==> src/renamePkg.sv <==
// ===================================================================
// Shared widths, depths and micro-op types of the rename stage.
// Every module of the stage refers to these by scoped names.
// ===================================================================
`default_nettype none

package renamePkg;

    localparam int RENAME_WIDTH = 2;
    localparam int LOG_REG_NUM = 32;
    localparam int PHY_REG_NUM = 64;
    localparam int FREE_LIST_DEPTH = PHY_REG_NUM - LOG_REG_NUM;
    localparam int ACTIVE_LIST_DEPTH = 16;
    localparam int FREE_LIST_PTR_WIDTH = $clog2(FREE_LIST_DEPTH);
    localparam int ACTIVE_LIST_PTR_WIDTH = $clog2(ACTIVE_LIST_DEPTH);

    typedef logic [$clog2(LOG_REG_NUM)-1:0] LogRegNum;
    typedef logic [$clog2(PHY_REG_NUM)-1:0] PhyRegNum;
    typedef logic [ACTIVE_LIST_PTR_WIDTH-1:0] ActiveListPtr;
    typedef logic [31:0] PcPath;

    typedef enum logic [1:0] {
        MOP_TYPE_INT    = 2'd0,
        MOP_TYPE_BRANCH = 2'd1,
        MOP_TYPE_MEM    = 2'd2,
        MOP_TYPE_MISC   = 2'd3
    } MopType;

    // Integer and memory ops
    typedef struct packed {
        LogRegNum dst;
        LogRegNum srcA;
        LogRegNum srcB;
    } IntOperand;

    // Branches put the link register last
    typedef struct packed {
        LogRegNum srcA;
        LogRegNum srcB;
        LogRegNum linkDst;
    } BrOperand;

    typedef struct packed {
        logic fence;
        logic [13:0] padding;
    } MiscOperand;

    // One operand word, decoded according to the op kind
    typedef union packed {
        IntOperand intOp;
        BrOperand brOp;
        MiscOperand miscOp;
    } OpOperand;

    typedef struct packed {
        MopType mopType;
        OpOperand operand;
        logic readRegA;
        logic readRegB;
        logic writeReg;
        logic serialized;
        logic isStore;
    } OpInfo;

    typedef struct packed {
        logic valid;
        PcPath pc;
        OpInfo opInfo;
    } DecodedOp;

    typedef struct packed {
        logic valid;
        PcPath pc;
        OpInfo opInfo;
        PhyRegNum phySrcA;
        PhyRegNum phySrcB;
        PhyRegNum phyDst;
        PhyRegNum phyPrevDst;
        ActiveListPtr activeListPtr;
    } RenamedOp;

    typedef struct packed {
        PcPath pc;
        LogRegNum logDst;
        PhyRegNum phyDst;
        PhyRegNum phyPrevDst;
        logic writeReg;
        logic isStore;
        logic serialized;
    } ActiveListEntry;

    typedef struct packed {
        logic valid;
        LogRegNum logDst;
        PhyRegNum phyDst;
        PhyRegNum phyPrevDst;
        logic writeReg;
    } CommitInfo;

endpackage

`default_nettype wire

==> src/renameSerializer.sv <==
// ===================================================================
// Holds the rename stage around serialized ops and fences. Only slot 0
// is examined, since decode sends a serialized op alone.
// ===================================================================
`timescale 1ns/1ps
`default_nettype none

module renameSerializer (
    input  logic clk,
    input  logic rst,
    input  logic stall,
    input  logic clear,
    input  logic activeListEmpty,
    input  logic storeQueueEmpty,
    input  renamePkg::OpInfo opInfo,
    input  logic valid,
    output logic serialize
);

    typedef enum logic {
        PHASE_NORMAL,
        PHASE_WAIT_OWN
    } Phase;

    Phase phase;
    Phase nextPhase;
    logic isFence;

    assign isFence = (opInfo.mopType == renamePkg::MOP_TYPE_MISC) && opInfo.operand.miscOp.fence;

    always_comb begin
        serialize = 1'b0;
        nextPhase = phase;
        // Own commit and store drain pending
        if (phase == PHASE_WAIT_OWN) begin
            if (!activeListEmpty || !storeQueueEmpty) begin
                serialize = 1'b1;
            end else begin
                nextPhase = PHASE_NORMAL;
            end
        end
        // Older ops must drain first; fences also wait for the store queue
        if (!serialize && valid && opInfo.serialized) begin
            if (!activeListEmpty || (isFence && !storeQueueEmpty)) begin
                serialize = 1'b1;
            end else begin
                nextPhase = PHASE_WAIT_OWN;
            end
        end
    end

    always_ff @(posedge clk) begin
        if (rst || clear) begin
            phase <= PHASE_NORMAL;
        end else if (!stall) begin
            phase <= nextPhase;
        end
    end

endmodule

`default_nettype wire

==> src/renameMapTable.sv <==
// ===================================================================
// Logical-to-physical map and free list FIFO. Renames one group per
// cycle with bypass from older to younger slots, and takes back one
// freed register per cycle from commit.
// ===================================================================
`timescale 1ns/1ps
`default_nettype none

module renameMapTable (
    input  logic clk,
    input  logic rst,
    input  logic [renamePkg::RENAME_WIDTH-1:0] update,
    input  logic [renamePkg::RENAME_WIDTH-1:0] writeReg,
    input  renamePkg::LogRegNum [renamePkg::RENAME_WIDTH-1:0] logSrcA,
    input  renamePkg::LogRegNum [renamePkg::RENAME_WIDTH-1:0] logSrcB,
    input  renamePkg::LogRegNum [renamePkg::RENAME_WIDTH-1:0] logDst,
    output renamePkg::PhyRegNum [renamePkg::RENAME_WIDTH-1:0] phySrcA,
    output renamePkg::PhyRegNum [renamePkg::RENAME_WIDTH-1:0] phySrcB,
    output renamePkg::PhyRegNum [renamePkg::RENAME_WIDTH-1:0] phyDst,
    output renamePkg::PhyRegNum [renamePkg::RENAME_WIDTH-1:0] phyPrevDst,
    output logic allocatable,
    input  logic free,
    input  renamePkg::PhyRegNum freeReg
);

    renamePkg::PhyRegNum mapTable [renamePkg::LOG_REG_NUM];
    renamePkg::PhyRegNum freeList [renamePkg::FREE_LIST_DEPTH];
    logic [renamePkg::FREE_LIST_PTR_WIDTH-1:0] head;
    logic [renamePkg::FREE_LIST_PTR_WIDTH-1:0] tail;
    logic [renamePkg::FREE_LIST_PTR_WIDTH-1:0] popPtr;
    logic [renamePkg::FREE_LIST_PTR_WIDTH:0] count;
    logic [renamePkg::FREE_LIST_PTR_WIDTH:0] popNum;
    logic [renamePkg::RENAME_WIDTH-1:0] alloc;

    assign allocatable = count >= renamePkg::RENAME_WIDTH;

    // Slots that write take consecutive entries from the head
    always_comb begin
        popPtr = head;
        popNum = '0;
        for (int i = 0; i < renamePkg::RENAME_WIDTH; i++) begin
            alloc[i] = update[i] && writeReg[i];
            phyDst[i] = freeList[popPtr];
            if (alloc[i]) begin
                popPtr = popPtr + 1'b1;
                popNum = popNum + 1'b1;
            end
        end
    end

    // Table lookup, then bypass from older slots of the same group
    always_comb begin
        for (int i = 0; i < renamePkg::RENAME_WIDTH; i++) begin
            phySrcA[i] = mapTable[logSrcA[i]];
            phySrcB[i] = mapTable[logSrcB[i]];
            phyPrevDst[i] = mapTable[logDst[i]];
            for (int j = 0; j < i; j++) begin
                if (writeReg[j] && logDst[j] == logSrcA[i]) begin
                    phySrcA[i] = phyDst[j];
                end
                if (writeReg[j] && logDst[j] == logSrcB[i]) begin
                    phySrcB[i] = phyDst[j];
                end
                if (writeReg[j] && logDst[j] == logDst[i]) begin
                    phyPrevDst[i] = phyDst[j];
                end
            end
        end
    end

    always_ff @(posedge clk) begin
        if (rst) begin
            // Identity map, remaining registers free in order
            for (int i = 0; i < renamePkg::LOG_REG_NUM; i++) begin
                mapTable[i] <= renamePkg::PhyRegNum'(i);
            end
            for (int i = 0; i < renamePkg::FREE_LIST_DEPTH; i++) begin
                freeList[i] <= renamePkg::PhyRegNum'(renamePkg::LOG_REG_NUM + i);
            end
            head <= '0;
            tail <= '0;
            count <= (renamePkg::FREE_LIST_PTR_WIDTH + 1)'(renamePkg::FREE_LIST_DEPTH);
        end else begin
            // Younger slot wins on the same destination
            for (int i = 0; i < renamePkg::RENAME_WIDTH; i++) begin
                if (alloc[i]) begin
                    mapTable[logDst[i]] <= phyDst[i];
                end
            end
            if (free) begin
                freeList[tail] <= freeReg;
                tail <= tail + 1'b1;
            end
            head <= popPtr;
            count <= count - popNum + {{renamePkg::FREE_LIST_PTR_WIDTH{1'b0}}, free};
        end
    end

endmodule

`default_nettype wire

==> src/activeList.sv <==
// ===================================================================
// In-order buffer of renamed ops. Rename pushes up to one group per
// cycle at the tail, and each commit strobe retires the head entry.
// ===================================================================
`timescale 1ns/1ps
`default_nettype none

module activeList (
    input  logic clk,
    input  logic rst,
    input  logic [renamePkg::RENAME_WIDTH-1:0] push,
    input  renamePkg::ActiveListEntry [renamePkg::RENAME_WIDTH-1:0] pushData,
    output renamePkg::ActiveListPtr [renamePkg::RENAME_WIDTH-1:0] pushedPtr,
    output logic allocatable,
    output logic empty,
    input  logic commit,
    output renamePkg::CommitInfo committed,
    output logic free,
    output renamePkg::PhyRegNum freeReg
);

    renamePkg::ActiveListEntry entries [renamePkg::ACTIVE_LIST_DEPTH];
    renamePkg::ActiveListPtr head;
    renamePkg::ActiveListPtr tail;
    renamePkg::ActiveListPtr nextTail;
    logic [renamePkg::ACTIVE_LIST_PTR_WIDTH:0] count;
    logic [renamePkg::ACTIVE_LIST_PTR_WIDTH:0] pushNum;
    logic pop;

    assign empty = count == '0;
    assign allocatable =
        count <= renamePkg::ACTIVE_LIST_DEPTH - renamePkg::RENAME_WIDTH;
    assign pop = commit && !empty;

    // Pushing slots fill consecutive entries from the tail
    always_comb begin
        nextTail = tail;
        pushNum = '0;
        for (int i = 0; i < renamePkg::RENAME_WIDTH; i++) begin
            pushedPtr[i] = nextTail;
            if (push[i]) begin
                nextTail = nextTail + 1'b1;
                pushNum = pushNum + 1'b1;
            end
        end
    end

    // Commit view straight from the head entry
    always_comb begin
        committed.valid = pop;
        committed.logDst = entries[head].logDst;
        committed.phyDst = entries[head].phyDst;
        committed.phyPrevDst = entries[head].phyPrevDst;
        committed.writeReg = entries[head].writeReg;
        free = pop && entries[head].writeReg;
        freeReg = entries[head].phyPrevDst;
    end

    always_ff @(posedge clk) begin
        for (int i = 0; i < renamePkg::RENAME_WIDTH; i++) begin
            if (push[i]) begin
                entries[pushedPtr[i]] <= pushData[i];
            end
        end
    end

    always_ff @(posedge clk) begin
        if (rst) begin
            head <= '0;
            tail <= '0;
            count <= '0;
        end else begin
            if (pop) begin
                head <= head + 1'b1;
            end
            tail <= nextTail;
            count <= count + pushNum - {{renamePkg::ACTIVE_LIST_PTR_WIDTH{1'b0}}, pop};
        end
    end

endmodule

`default_nettype wire

==> src/renameStage.sv <==
// ===================================================================
// Rename stage: pipeline register from decode, stall decision, and
// assembly of renamed ops from the map table and active list results.
// The serializer for serialized ops and fences lives here.
// ===================================================================
`timescale 1ns/1ps
`default_nettype none

module renameStage (
    input  logic clk,
    input  logic rst,
    input  logic clear,
    input  logic dispatchStall,
    input  logic storeQueueEmpty,
    input  renamePkg::DecodedOp [renamePkg::RENAME_WIDTH-1:0] decoded,
    output logic upstreamStall,
    output renamePkg::RenamedOp [renamePkg::RENAME_WIDTH-1:0] renamed,
    // Map table
    output logic [renamePkg::RENAME_WIDTH-1:0] update,
    output logic [renamePkg::RENAME_WIDTH-1:0] writeReg,
    output renamePkg::LogRegNum [renamePkg::RENAME_WIDTH-1:0] logSrcA,
    output renamePkg::LogRegNum [renamePkg::RENAME_WIDTH-1:0] logSrcB,
    output renamePkg::LogRegNum [renamePkg::RENAME_WIDTH-1:0] logDst,
    input  renamePkg::PhyRegNum [renamePkg::RENAME_WIDTH-1:0] phySrcA,
    input  renamePkg::PhyRegNum [renamePkg::RENAME_WIDTH-1:0] phySrcB,
    input  renamePkg::PhyRegNum [renamePkg::RENAME_WIDTH-1:0] phyDst,
    input  renamePkg::PhyRegNum [renamePkg::RENAME_WIDTH-1:0] phyPrevDst,
    input  logic mapAllocatable,
    // Active list
    output logic [renamePkg::RENAME_WIDTH-1:0] alPush,
    output renamePkg::ActiveListEntry [renamePkg::RENAME_WIDTH-1:0] alPushData,
    input  renamePkg::ActiveListPtr [renamePkg::RENAME_WIDTH-1:0] alPushedPtr,
    input  logic alAllocatable,
    input  logic alEmpty
);

    renamePkg::DecodedOp [renamePkg::RENAME_WIDTH-1:0] pipeReg;
    logic [renamePkg::RENAME_WIDTH-1:0] valid;
    logic [renamePkg::RENAME_WIDTH-1:0] isBranch;
    logic bubble;
    logic stall;
    logic serialize;

    always_ff @(posedge clk) begin
        if (rst || clear) begin
            for (int i = 0; i < renamePkg::RENAME_WIDTH; i++) begin
                pipeReg[i].valid <= 1'b0;
            end
        end else if (!stall) begin
            pipeReg <= decoded;
        end
    end

    // Bubble request must not depend on the stall it produces
    always_comb begin
        for (int i = 0; i < renamePkg::RENAME_WIDTH; i++) begin
            valid[i] = pipeReg[i].valid;
        end
        bubble = ((|valid) && (!mapAllocatable || !alAllocatable)) || serialize;
        stall = bubble || dispatchStall;
        upstreamStall = stall;
    end

    renameSerializer serializer_inst (
        .clk(clk),
        .rst(rst),
        .stall(stall),
        .clear(clear),
        .activeListEmpty(alEmpty),
        .storeQueueEmpty(storeQueueEmpty),
        .opInfo(pipeReg[0].opInfo),
        .valid(pipeReg[0].valid),
        .serialize(serialize)
    );

    always_comb begin
        for (int i = 0; i < renamePkg::RENAME_WIDTH; i++) begin
            update[i] = valid[i] && !stall && !clear;
            writeReg[i] = valid[i] && pipeReg[i].opInfo.writeReg;

            // Register fields sit in different places for branches
            isBranch[i] = pipeReg[i].opInfo.mopType == renamePkg::MOP_TYPE_BRANCH;
            if (isBranch[i]) begin
                logSrcA[i] = pipeReg[i].opInfo.operand.brOp.srcA;
                logSrcB[i] = pipeReg[i].opInfo.operand.brOp.srcB;
                logDst[i] = pipeReg[i].opInfo.operand.brOp.linkDst;
            end else begin
                logSrcA[i] = pipeReg[i].opInfo.operand.intOp.srcA;
                logSrcB[i] = pipeReg[i].opInfo.operand.intOp.srcB;
                logDst[i] = pipeReg[i].opInfo.operand.intOp.dst;
            end

            alPush[i] = update[i];
            alPushData[i].pc = pipeReg[i].pc;
            alPushData[i].logDst = logDst[i];
            alPushData[i].phyDst = phyDst[i];
            alPushData[i].phyPrevDst = phyPrevDst[i];
            alPushData[i].writeReg = pipeReg[i].opInfo.writeReg;
            alPushData[i].isStore = (pipeReg[i].opInfo.mopType == renamePkg::MOP_TYPE_MEM)
                && pipeReg[i].opInfo.isStore;
            alPushData[i].serialized = pipeReg[i].opInfo.serialized;

            // Valid only in the cycle the slot is allocated
            renamed[i].valid = update[i];
            renamed[i].pc = pipeReg[i].pc;
            renamed[i].opInfo = pipeReg[i].opInfo;
            renamed[i].phySrcA = phySrcA[i];
            renamed[i].phySrcB = phySrcB[i];
            renamed[i].phyDst = phyDst[i];
            renamed[i].phyPrevDst = phyPrevDst[i];
            renamed[i].activeListPtr = alPushedPtr[i];
        end
    end

endmodule

`default_nettype wire

==> src/renameTop.sv <==
// ===================================================================
// Top of the rename block. Connects the rename stage to the map table
// and the active list; decode feeds it and dispatch and commit use it.
// ===================================================================
`timescale 1ns/1ps
`default_nettype none

module renameTop (
    input  logic clk,
    input  logic rst,
    input  renamePkg::DecodedOp [renamePkg::RENAME_WIDTH-1:0] decoded,
    input  logic clear,
    input  logic dispatchStall,
    input  logic commit,
    input  logic storeQueueEmpty,
    output logic upstreamStall,
    output renamePkg::RenamedOp [renamePkg::RENAME_WIDTH-1:0] renamed,
    output renamePkg::CommitInfo committed
);

    logic [renamePkg::RENAME_WIDTH-1:0] update;
    logic [renamePkg::RENAME_WIDTH-1:0] writeReg;
    renamePkg::LogRegNum [renamePkg::RENAME_WIDTH-1:0] logSrcA;
    renamePkg::LogRegNum [renamePkg::RENAME_WIDTH-1:0] logSrcB;
    renamePkg::LogRegNum [renamePkg::RENAME_WIDTH-1:0] logDst;
    renamePkg::PhyRegNum [renamePkg::RENAME_WIDTH-1:0] phySrcA;
    renamePkg::PhyRegNum [renamePkg::RENAME_WIDTH-1:0] phySrcB;
    renamePkg::PhyRegNum [renamePkg::RENAME_WIDTH-1:0] phyDst;
    renamePkg::PhyRegNum [renamePkg::RENAME_WIDTH-1:0] phyPrevDst;
    logic mapAllocatable;
    logic [renamePkg::RENAME_WIDTH-1:0] alPush;
    renamePkg::ActiveListEntry [renamePkg::RENAME_WIDTH-1:0] alPushData;
    renamePkg::ActiveListPtr [renamePkg::RENAME_WIDTH-1:0] alPushedPtr;
    logic alAllocatable;
    logic alEmpty;
    // Register freed at commit
    logic free;
    renamePkg::PhyRegNum freeReg;

    renameStage renameStage_inst (
        .clk(clk), .rst(rst), .clear(clear),
        .dispatchStall(dispatchStall), .storeQueueEmpty(storeQueueEmpty),
        .decoded(decoded), .upstreamStall(upstreamStall), .renamed(renamed),
        .update(update), .writeReg(writeReg),
        .logSrcA(logSrcA), .logSrcB(logSrcB), .logDst(logDst),
        .phySrcA(phySrcA), .phySrcB(phySrcB), .phyDst(phyDst), .phyPrevDst(phyPrevDst),
        .mapAllocatable(mapAllocatable),
        .alPush(alPush), .alPushData(alPushData), .alPushedPtr(alPushedPtr),
        .alAllocatable(alAllocatable), .alEmpty(alEmpty)
    );

    renameMapTable renameMapTable_inst (
        .clk(clk), .rst(rst), .update(update), .writeReg(writeReg),
        .logSrcA(logSrcA), .logSrcB(logSrcB), .logDst(logDst),
        .phySrcA(phySrcA), .phySrcB(phySrcB), .phyDst(phyDst), .phyPrevDst(phyPrevDst),
        .allocatable(mapAllocatable), .free(free), .freeReg(freeReg)
    );

    activeList activeList_inst (
        .clk(clk), .rst(rst), .push(alPush), .pushData(alPushData),
        .pushedPtr(alPushedPtr), .allocatable(alAllocatable), .empty(alEmpty),
        .commit(commit), .committed(committed), .free(free), .freeReg(freeReg)
    );

endmodule

`default_nettype wire

==> config.mk <==
export PLATFORM = sky130hd
export DESIGN_NAME = renameTop
export DESIGN_NICKNAME = d
export VERILOG_FILES = /design/src/renamePkg.sv /design/src/renameSerializer.sv /design/src/renameMapTable.sv /design/src/activeList.sv /design/src/renameStage.sv /design/src/renameTop.sv
export SDC_FILE = /design/constraint.sdc
export NUM_CORES = 2
export LEC_CHECK = 0
export BUFFER_PORTS_ARGS = -buffer_cell sky130_fd_sc_hd__buf_2
export CAP_MARGIN = 20
export CORE_UTILIZATION = 50
export DETAILED_ROUTE_END_ITERATION = 16
export PLACE_DENSITY_LB_ADDON = 0.1
export SYNTH_ARGS = -nofsm -noshare
export SYNTH_HDL_FRONTEND = slang
export SYNTH_SLANG_ARGS = --single-unit
==> constraint.sdc <==
create_clock -name clk -period 27.4 [get_ports clk]
set_clock_uncertainty 0.05 [all_clocks]
set_input_delay 6.85 -clock clk [delete_from_list [all_inputs] [get_ports clk]]
set_output_delay 6.85 -clock clk [all_outputs]
set_load 0.01 [all_outputs]
---- Yosys cells after proc, flatten, opt, wreduce, memory -nomap -nowiden ----
Memory sizes are Yosys's and may differ from the RTL's. A register that Yosys moved wholly into a read port is not among the register bits.
Index checks and enable logic that the tools add are counted.
storage, ports and cells
  output and inout bits ................... 186
  memory bits (writable) .................. 1,216
  register bits ........................... 140
  memories ................................ 3
  logic and storage cells ................. 141
  bits of input ports ..................... 116
cells by class
  multiplexer cells ....................... 50
  reduce and logical (&&, ||, !) cells .... 39
  eq/ne operators ......................... 8
  $lt $le $gt $ge ......................... 2
  bitwise logic cells ..................... 2
  add/subtract/negate cells ............... 12
memory list
  name                          depth  bits a word  rd ports  clocked after Yosys merged registers in  write ports  line                  source
  activeList_inst.entries       16     52           1         1                                        2            activeList.sv:22      renamePkg::ActiveListEntry entries [renamePkg::ACTIVE_LIST_DEPTH];
  renameMapTable_inst.freeList  32     6            2         1                                        32           renameMapTable.sv:27  renamePkg::PhyRegNum freeList [renamePkg::FREE_LIST_DEPTH];
  renameMapTable_inst.mapTable  32     6            6         0                                        32           renameMapTable.sv:26  renamePkg::PhyRegNum mapTable [renamePkg::LOG_REG_NUM];
operator list
  kind                                                                                 count
  5-bit two-way mux                                                                    13
  6-bit two-way mux                                                                    7
  1-bit two-way mux                                                                    26
  1-bit logical AND                                                                    20
  6-bit OR reduction                                                                   3
  4-bit two-way mux                                                                    4
  5-bit by 1-bit adder with 5-bit output, second input constant                        3
  5-bit == test                                                                        3
  4-bit by 1-bit adder with 4-bit output, second input constant                        3
  1-bit zero test                                                                      7
  6-bit by 1-bit adder with 6-bit output                                               1
  2-bit == test, second input constant                                                 3
  6-bit by 2-bit greater-or-equal comparator with 1-bit output, second input constant  1
  1-bit logical OR                                                                     6
  6-bit subtractor                                                                     1
  5-bit adder                                                                          1
  5-bit by 4-bit less-or-equal comparator with 1-bit output, second input constant     1
  5-bit zero test                                                                      1
  5-bit by 1-bit subtractor with 5-bit output                                          1
  1-bit by 1-bit adder with 2-bit output, second input constant                        2
  2-bit by 1-bit == test with 1-bit output, second input constant                      2
  1-bit NOT                                                                            2
  2-bit AND reduction                                                                  1
  2-bit OR reduction                                                                   1

---- Logic depth before layout (Yosys ltp) ----
  depth after elaboration ................. 20
  gate-level depth with buffers ........... 19

---- Cells and area by module ----
Synthesis repeated with hierarchy kept, for this count alone.
unflattened totals
  cell total of the unflattened synthesis .. 3,725
  area total of the unflattened synthesis .. 51,933.6 um^2
by module, submodules not included
  module            cells each  instances  area each (um^2)  seq. area each (um^2)
  renameMapTable    2,303       1          29,813.6          11,851.4
  activeList        980         1          16,125.5          8,988.6
  renameStage       433         1          5,915.7           3,283.1
  renameSerializer  9           1          78.8              20.0

---- Worst setup path before layout ----
OpenSTA, ideal clock, no wires.
  kind .................................... input-to-output
  start ................................... in dispatchStall
  end ..................................... out renamed[98] (netlist bit)
  path buffers ............................ 4
  data arrival time ....................... 9.589 ns
  cell stages on the path ................. 14
  setup slack ............................. 10.911 ns
  data required time ...................... 20.500 ns
  cell sequence ........................... o21ba_2 or4b_1 buf_2 nor3_4 nor2_2 inv_4 buf_6 mux2_1 a222oi_1 a21oi_1 a22oi_1 buf_2 buf_4 inv_1
RTL lines
  item         line             source
  from (decl)  renameTop.sv:13  input logic dispatchStall,
  to (decl)    renameTop.sv:17  output renamePkg::RenamedOp [renamePkg::RENAME_WIDTH-1:0] renamed,

==> flow_metrics.env <==
export IMPL_status="finished, final reports clean"
export IMPL_clk_pin_slew_ps=60
export IMPL_crit_chain="buf_2, nand4b_1, a21boi_1, nor3_1, nand2_1, inv_2, mux2i_1, buf_4, nand3_1, nand4_1, nand4b_1, nand2_1, buf_4, inv_1, buf_2"
export IMPL_drv_slew=0
export IMPL_synth_edff_count=780
export IMPL_core_area_mm2=0.0990
export IMPL_crit_required_ps=20500
export IMPL_crit_slowest_cell="nand4b_1"
export IMPL_grt_pass1_wl_um=262000
export IMPL_power_density_mw_per_mm2=61.6
export IMPL_ctsLongestPathBuffers=3
export IMPL_cts_tree="built"
export IMPL_cts_resized=0
export IMPL_placed_area_mm2=0.0524
export IMPL_vdd_drop_max_v=0.0000580
export IMPL_syn_area_mm2=0.0503
export IMPL_yosys_warnings=0
export IMPL_synth_common_cells="780 x edfxtp_1, 679 x nand2_1, 399 x mux4_2"
export IMPL_synth_fp_nets=4367
export IMPL_antenna_found_initial=6
export IMPL_dp_hpwl_um=121000
export IMPL_rrSetupSlack_ps=21390
export IMPL_tightest_slew_ps=1250
export IMPL_synth_most_common_cell="edfxtp_1"
export IMPL_viasPerCell=7.00
export IMPL_synth_top_cell_by_area="edfxtp_1"
export IMPL_initial_utilization=0.508
export IMPL_clock_sinks=816
export IMPL_nets=4404
export IMPL_syn_to_final_growth_pct=10.3
export IMPL_io_buffer_count=301
export IMPL_postSynth_asyncResetShare=0
export IMPL_synth_top_area_frac=0.466
export IMPL_ys_types=83
export IMPL_antenna_cells=0
export IMPL_drt_antenna_violating_nets=0
export IMPL_hold_path_class="flip-flop to flip-flop"
export IMPL_post_cts_buffers=0
export IMPL_core_rowCount=115
export IMPL_utilization=0.560
export IMPL_holdWs_ps=477
export IMPL_synth_area_leaders="edfxtp_1 47%, mux4_2 18%, nand2_1 5.1%"
export IMPL_die_x_um=319
export IMPL_place_congestion=1.05
export IMPL_fin_area_mm2=0.0554
export IMPL_startpoint_type="primary input"
export IMPL_vias=39200
export IMPL_setup_viol=0
export IMPL_layout_drive_gt1_share=0.256
export IMPL_die_h_um=319
export IMPL_slew_headroom=0.161
export IMPL_cp_arrival_ps=11130
export IMPL_drv_cap=0
export IMPL_finalCriticalPeriod_ps=18030
export IMPL_wl_um=182000
export IMPL_syn_avg_cell_area_um2=11.9
export IMPL_grt_pass1_vias=36700
export IMPL_endpoint_kind="output pin"
export IMPL_grt_total_usage=0.354
export IMPL_die_area_mm2=0.102
export IMPL_synth_cells=4212
export IMPL_grt_max_degree=68
export IMPL_drtIter0Drc=6099
export IMPL_ys_flop_type="edfxtp_1"
export IMPL_numCtsBuffers=91
export IMPL_crit_type="primary input to output pin"
export IMPL_io_pins=302
export IMPL_first_pass_iters=7
export IMPL_max_stage_delay_ps=660
export IMPL_drc=0
export IMPL_hold_viol=0
export IMPL_fmax_mhz=55.5
export IMPL_grt_setup_unrepaired="false"
export IMPL_final_period_utilization=0.658
export IMPL_postCtsHoldBufs=0
export IMPL_clk_latency_ps=710
export IMPL_route_detailed_wl_per_inst_um=32.5
export IMPL_grt_ovfl_total=0
export IMPL_htree_levels=3
export IMPL_synth_seq_cells=816
export IMPL_leakagePower_nw=18.4
export IMPL_yosysSeqAreaShare=0.480
export IMPL_root_buffer="clkbuf_16"
export IMPL_path_max_fanout=33
export IMPL_fin_setup_tns_ps=0
-- state kept, by name (all words and copies together), names as in the netlist, named ones only --
register	count
activeList_inst.head	4
activeList_inst.entries	288
activeList_inst.count	5
renameStage_inst.serializer_inst.phase	1
renameStage_inst.alPushData	68
renameStage_inst.renamed	40
activeList_inst.tail	4
renameMapTable_inst.mapTable	192
renameMapTable_inst.count	6
renameMapTable_inst.head	5
renameMapTable_inst.freeList	192
renameStage_inst.pipeReg	2
renameMapTable_inst.tail	5
-- per-layer routing --
| layer | part of all wire | GRT usage | vias up |
|---|---|---|---|
| li1 | - | - | 16100 |
| met1 | 0.37 | 0.470 | 19400 |
| met2 | 0.44 | 0.529 | 3028 |
| met3 | 0.14 | 0.112 | 640 |
| met4 | 0.057 | 0.167 | 10 |
| met5 | 0.00032 | 0 | - |
-- cell families after synthesis --
group,after synthesis,synth area share
AOI/OAI and AO/OA,658,0.0852
xor gates and xnor gates,47,0.00901
adders and majority gates,39,0.0100
buffers and inverters,560,0.0545
DFF,816,0.480
muxes,700,0.240
and+or+nand+nor,1392,0.121
-- power by group --
part / internal [mW] / total (mW) / leakage [nW] / switching, mW
clock: 0.710 / 1.24 / 1.43 / 0.531
sequential: 1.41 / 1.45 / 7.25 / 0.0473
combinational: 0.268 / 0.720 / 9.77 / 0.452
-- layout make-up --
class	count	area, µm²
Clock inverter	49	577
Fill cell	8258	43600
Inverter	64	243
Tap cell	1287	1610
Multi-Input combinational cell	2836	23900
Sequential cell	816	24200
Timing Repair Buffer	440	2620
Clock buffer	116	2370
-- worst max-delay path, delay by kind of cell --
kind | cells | cell delay, ps
compound gates | 1 | 180
buf+inv | 6 | 1610
simple gates | 7 | 1780
mux | 1 | 630
-- cell usage in the layout (no fill, tap or decap), types with 37 or more instances in the layout --
| master | synthesis | routed |
|---|---|---|
| nand3_1 | 140 | 140 |
| ha_1 | 37 | 37 |
| o21ai_0 | 63 | 59 |
| a311oi_1 | 44 | 44 |
| inv_1 | 61 | 61 |
| a21oi_1 | 172 | 172 |
| buf_2 | 54 | 300 |
| buf_4 | 139 | 134 |
| a211oi_1 | 46 | 46 |
| edfxtp_1 | 780 | 780 |
| a22oi_1 | 96 | 94 |
| clkbuf_16 | 0 | 91 |
| nor2_1 | 310 | 310 |
| mux4_2 | 399 | 399 |
| nand2_1 | 679 | 679 |
| o22ai_1 | 114 | 114 |
| nor3_1 | 62 | 60 |
| mux2_2 | 48 | 47 |
| and3_1 | 43 | 43 |
| mux2i_1 | 251 | 219 |
-- final timing paths --
path	from	end	depth (start not counted)
setup / recovery	storeQueueEmpty	renamed[96]	15
hold / removal	activeList_inst.head[3]$_SDFFE_PP0P_	flip-flop	2
setup reg to reg	renameStage_inst.alPushData[2]$_DFFE_PP_	renameMapTable_inst.mapTable[28][5]$_DFFE_PP_	12
hold reg to reg	activeList_inst.head[3]$_SDFFE_PP0P_	flip-flop	2
-- per-stage QoR --
stage          power (mW)  cells  worst slack (ps)
2_1_floorplan        1.93   4212             10910
3_3_place_gp         2.18   5436              9540
3_5_place_dp         2.19   5436              9490
4_1_cts              3.42   5601              9480
5_1_grt              3.51   5608              9230
6_report             3.42   5608              9370
Power figures use the tool's default switching activity.
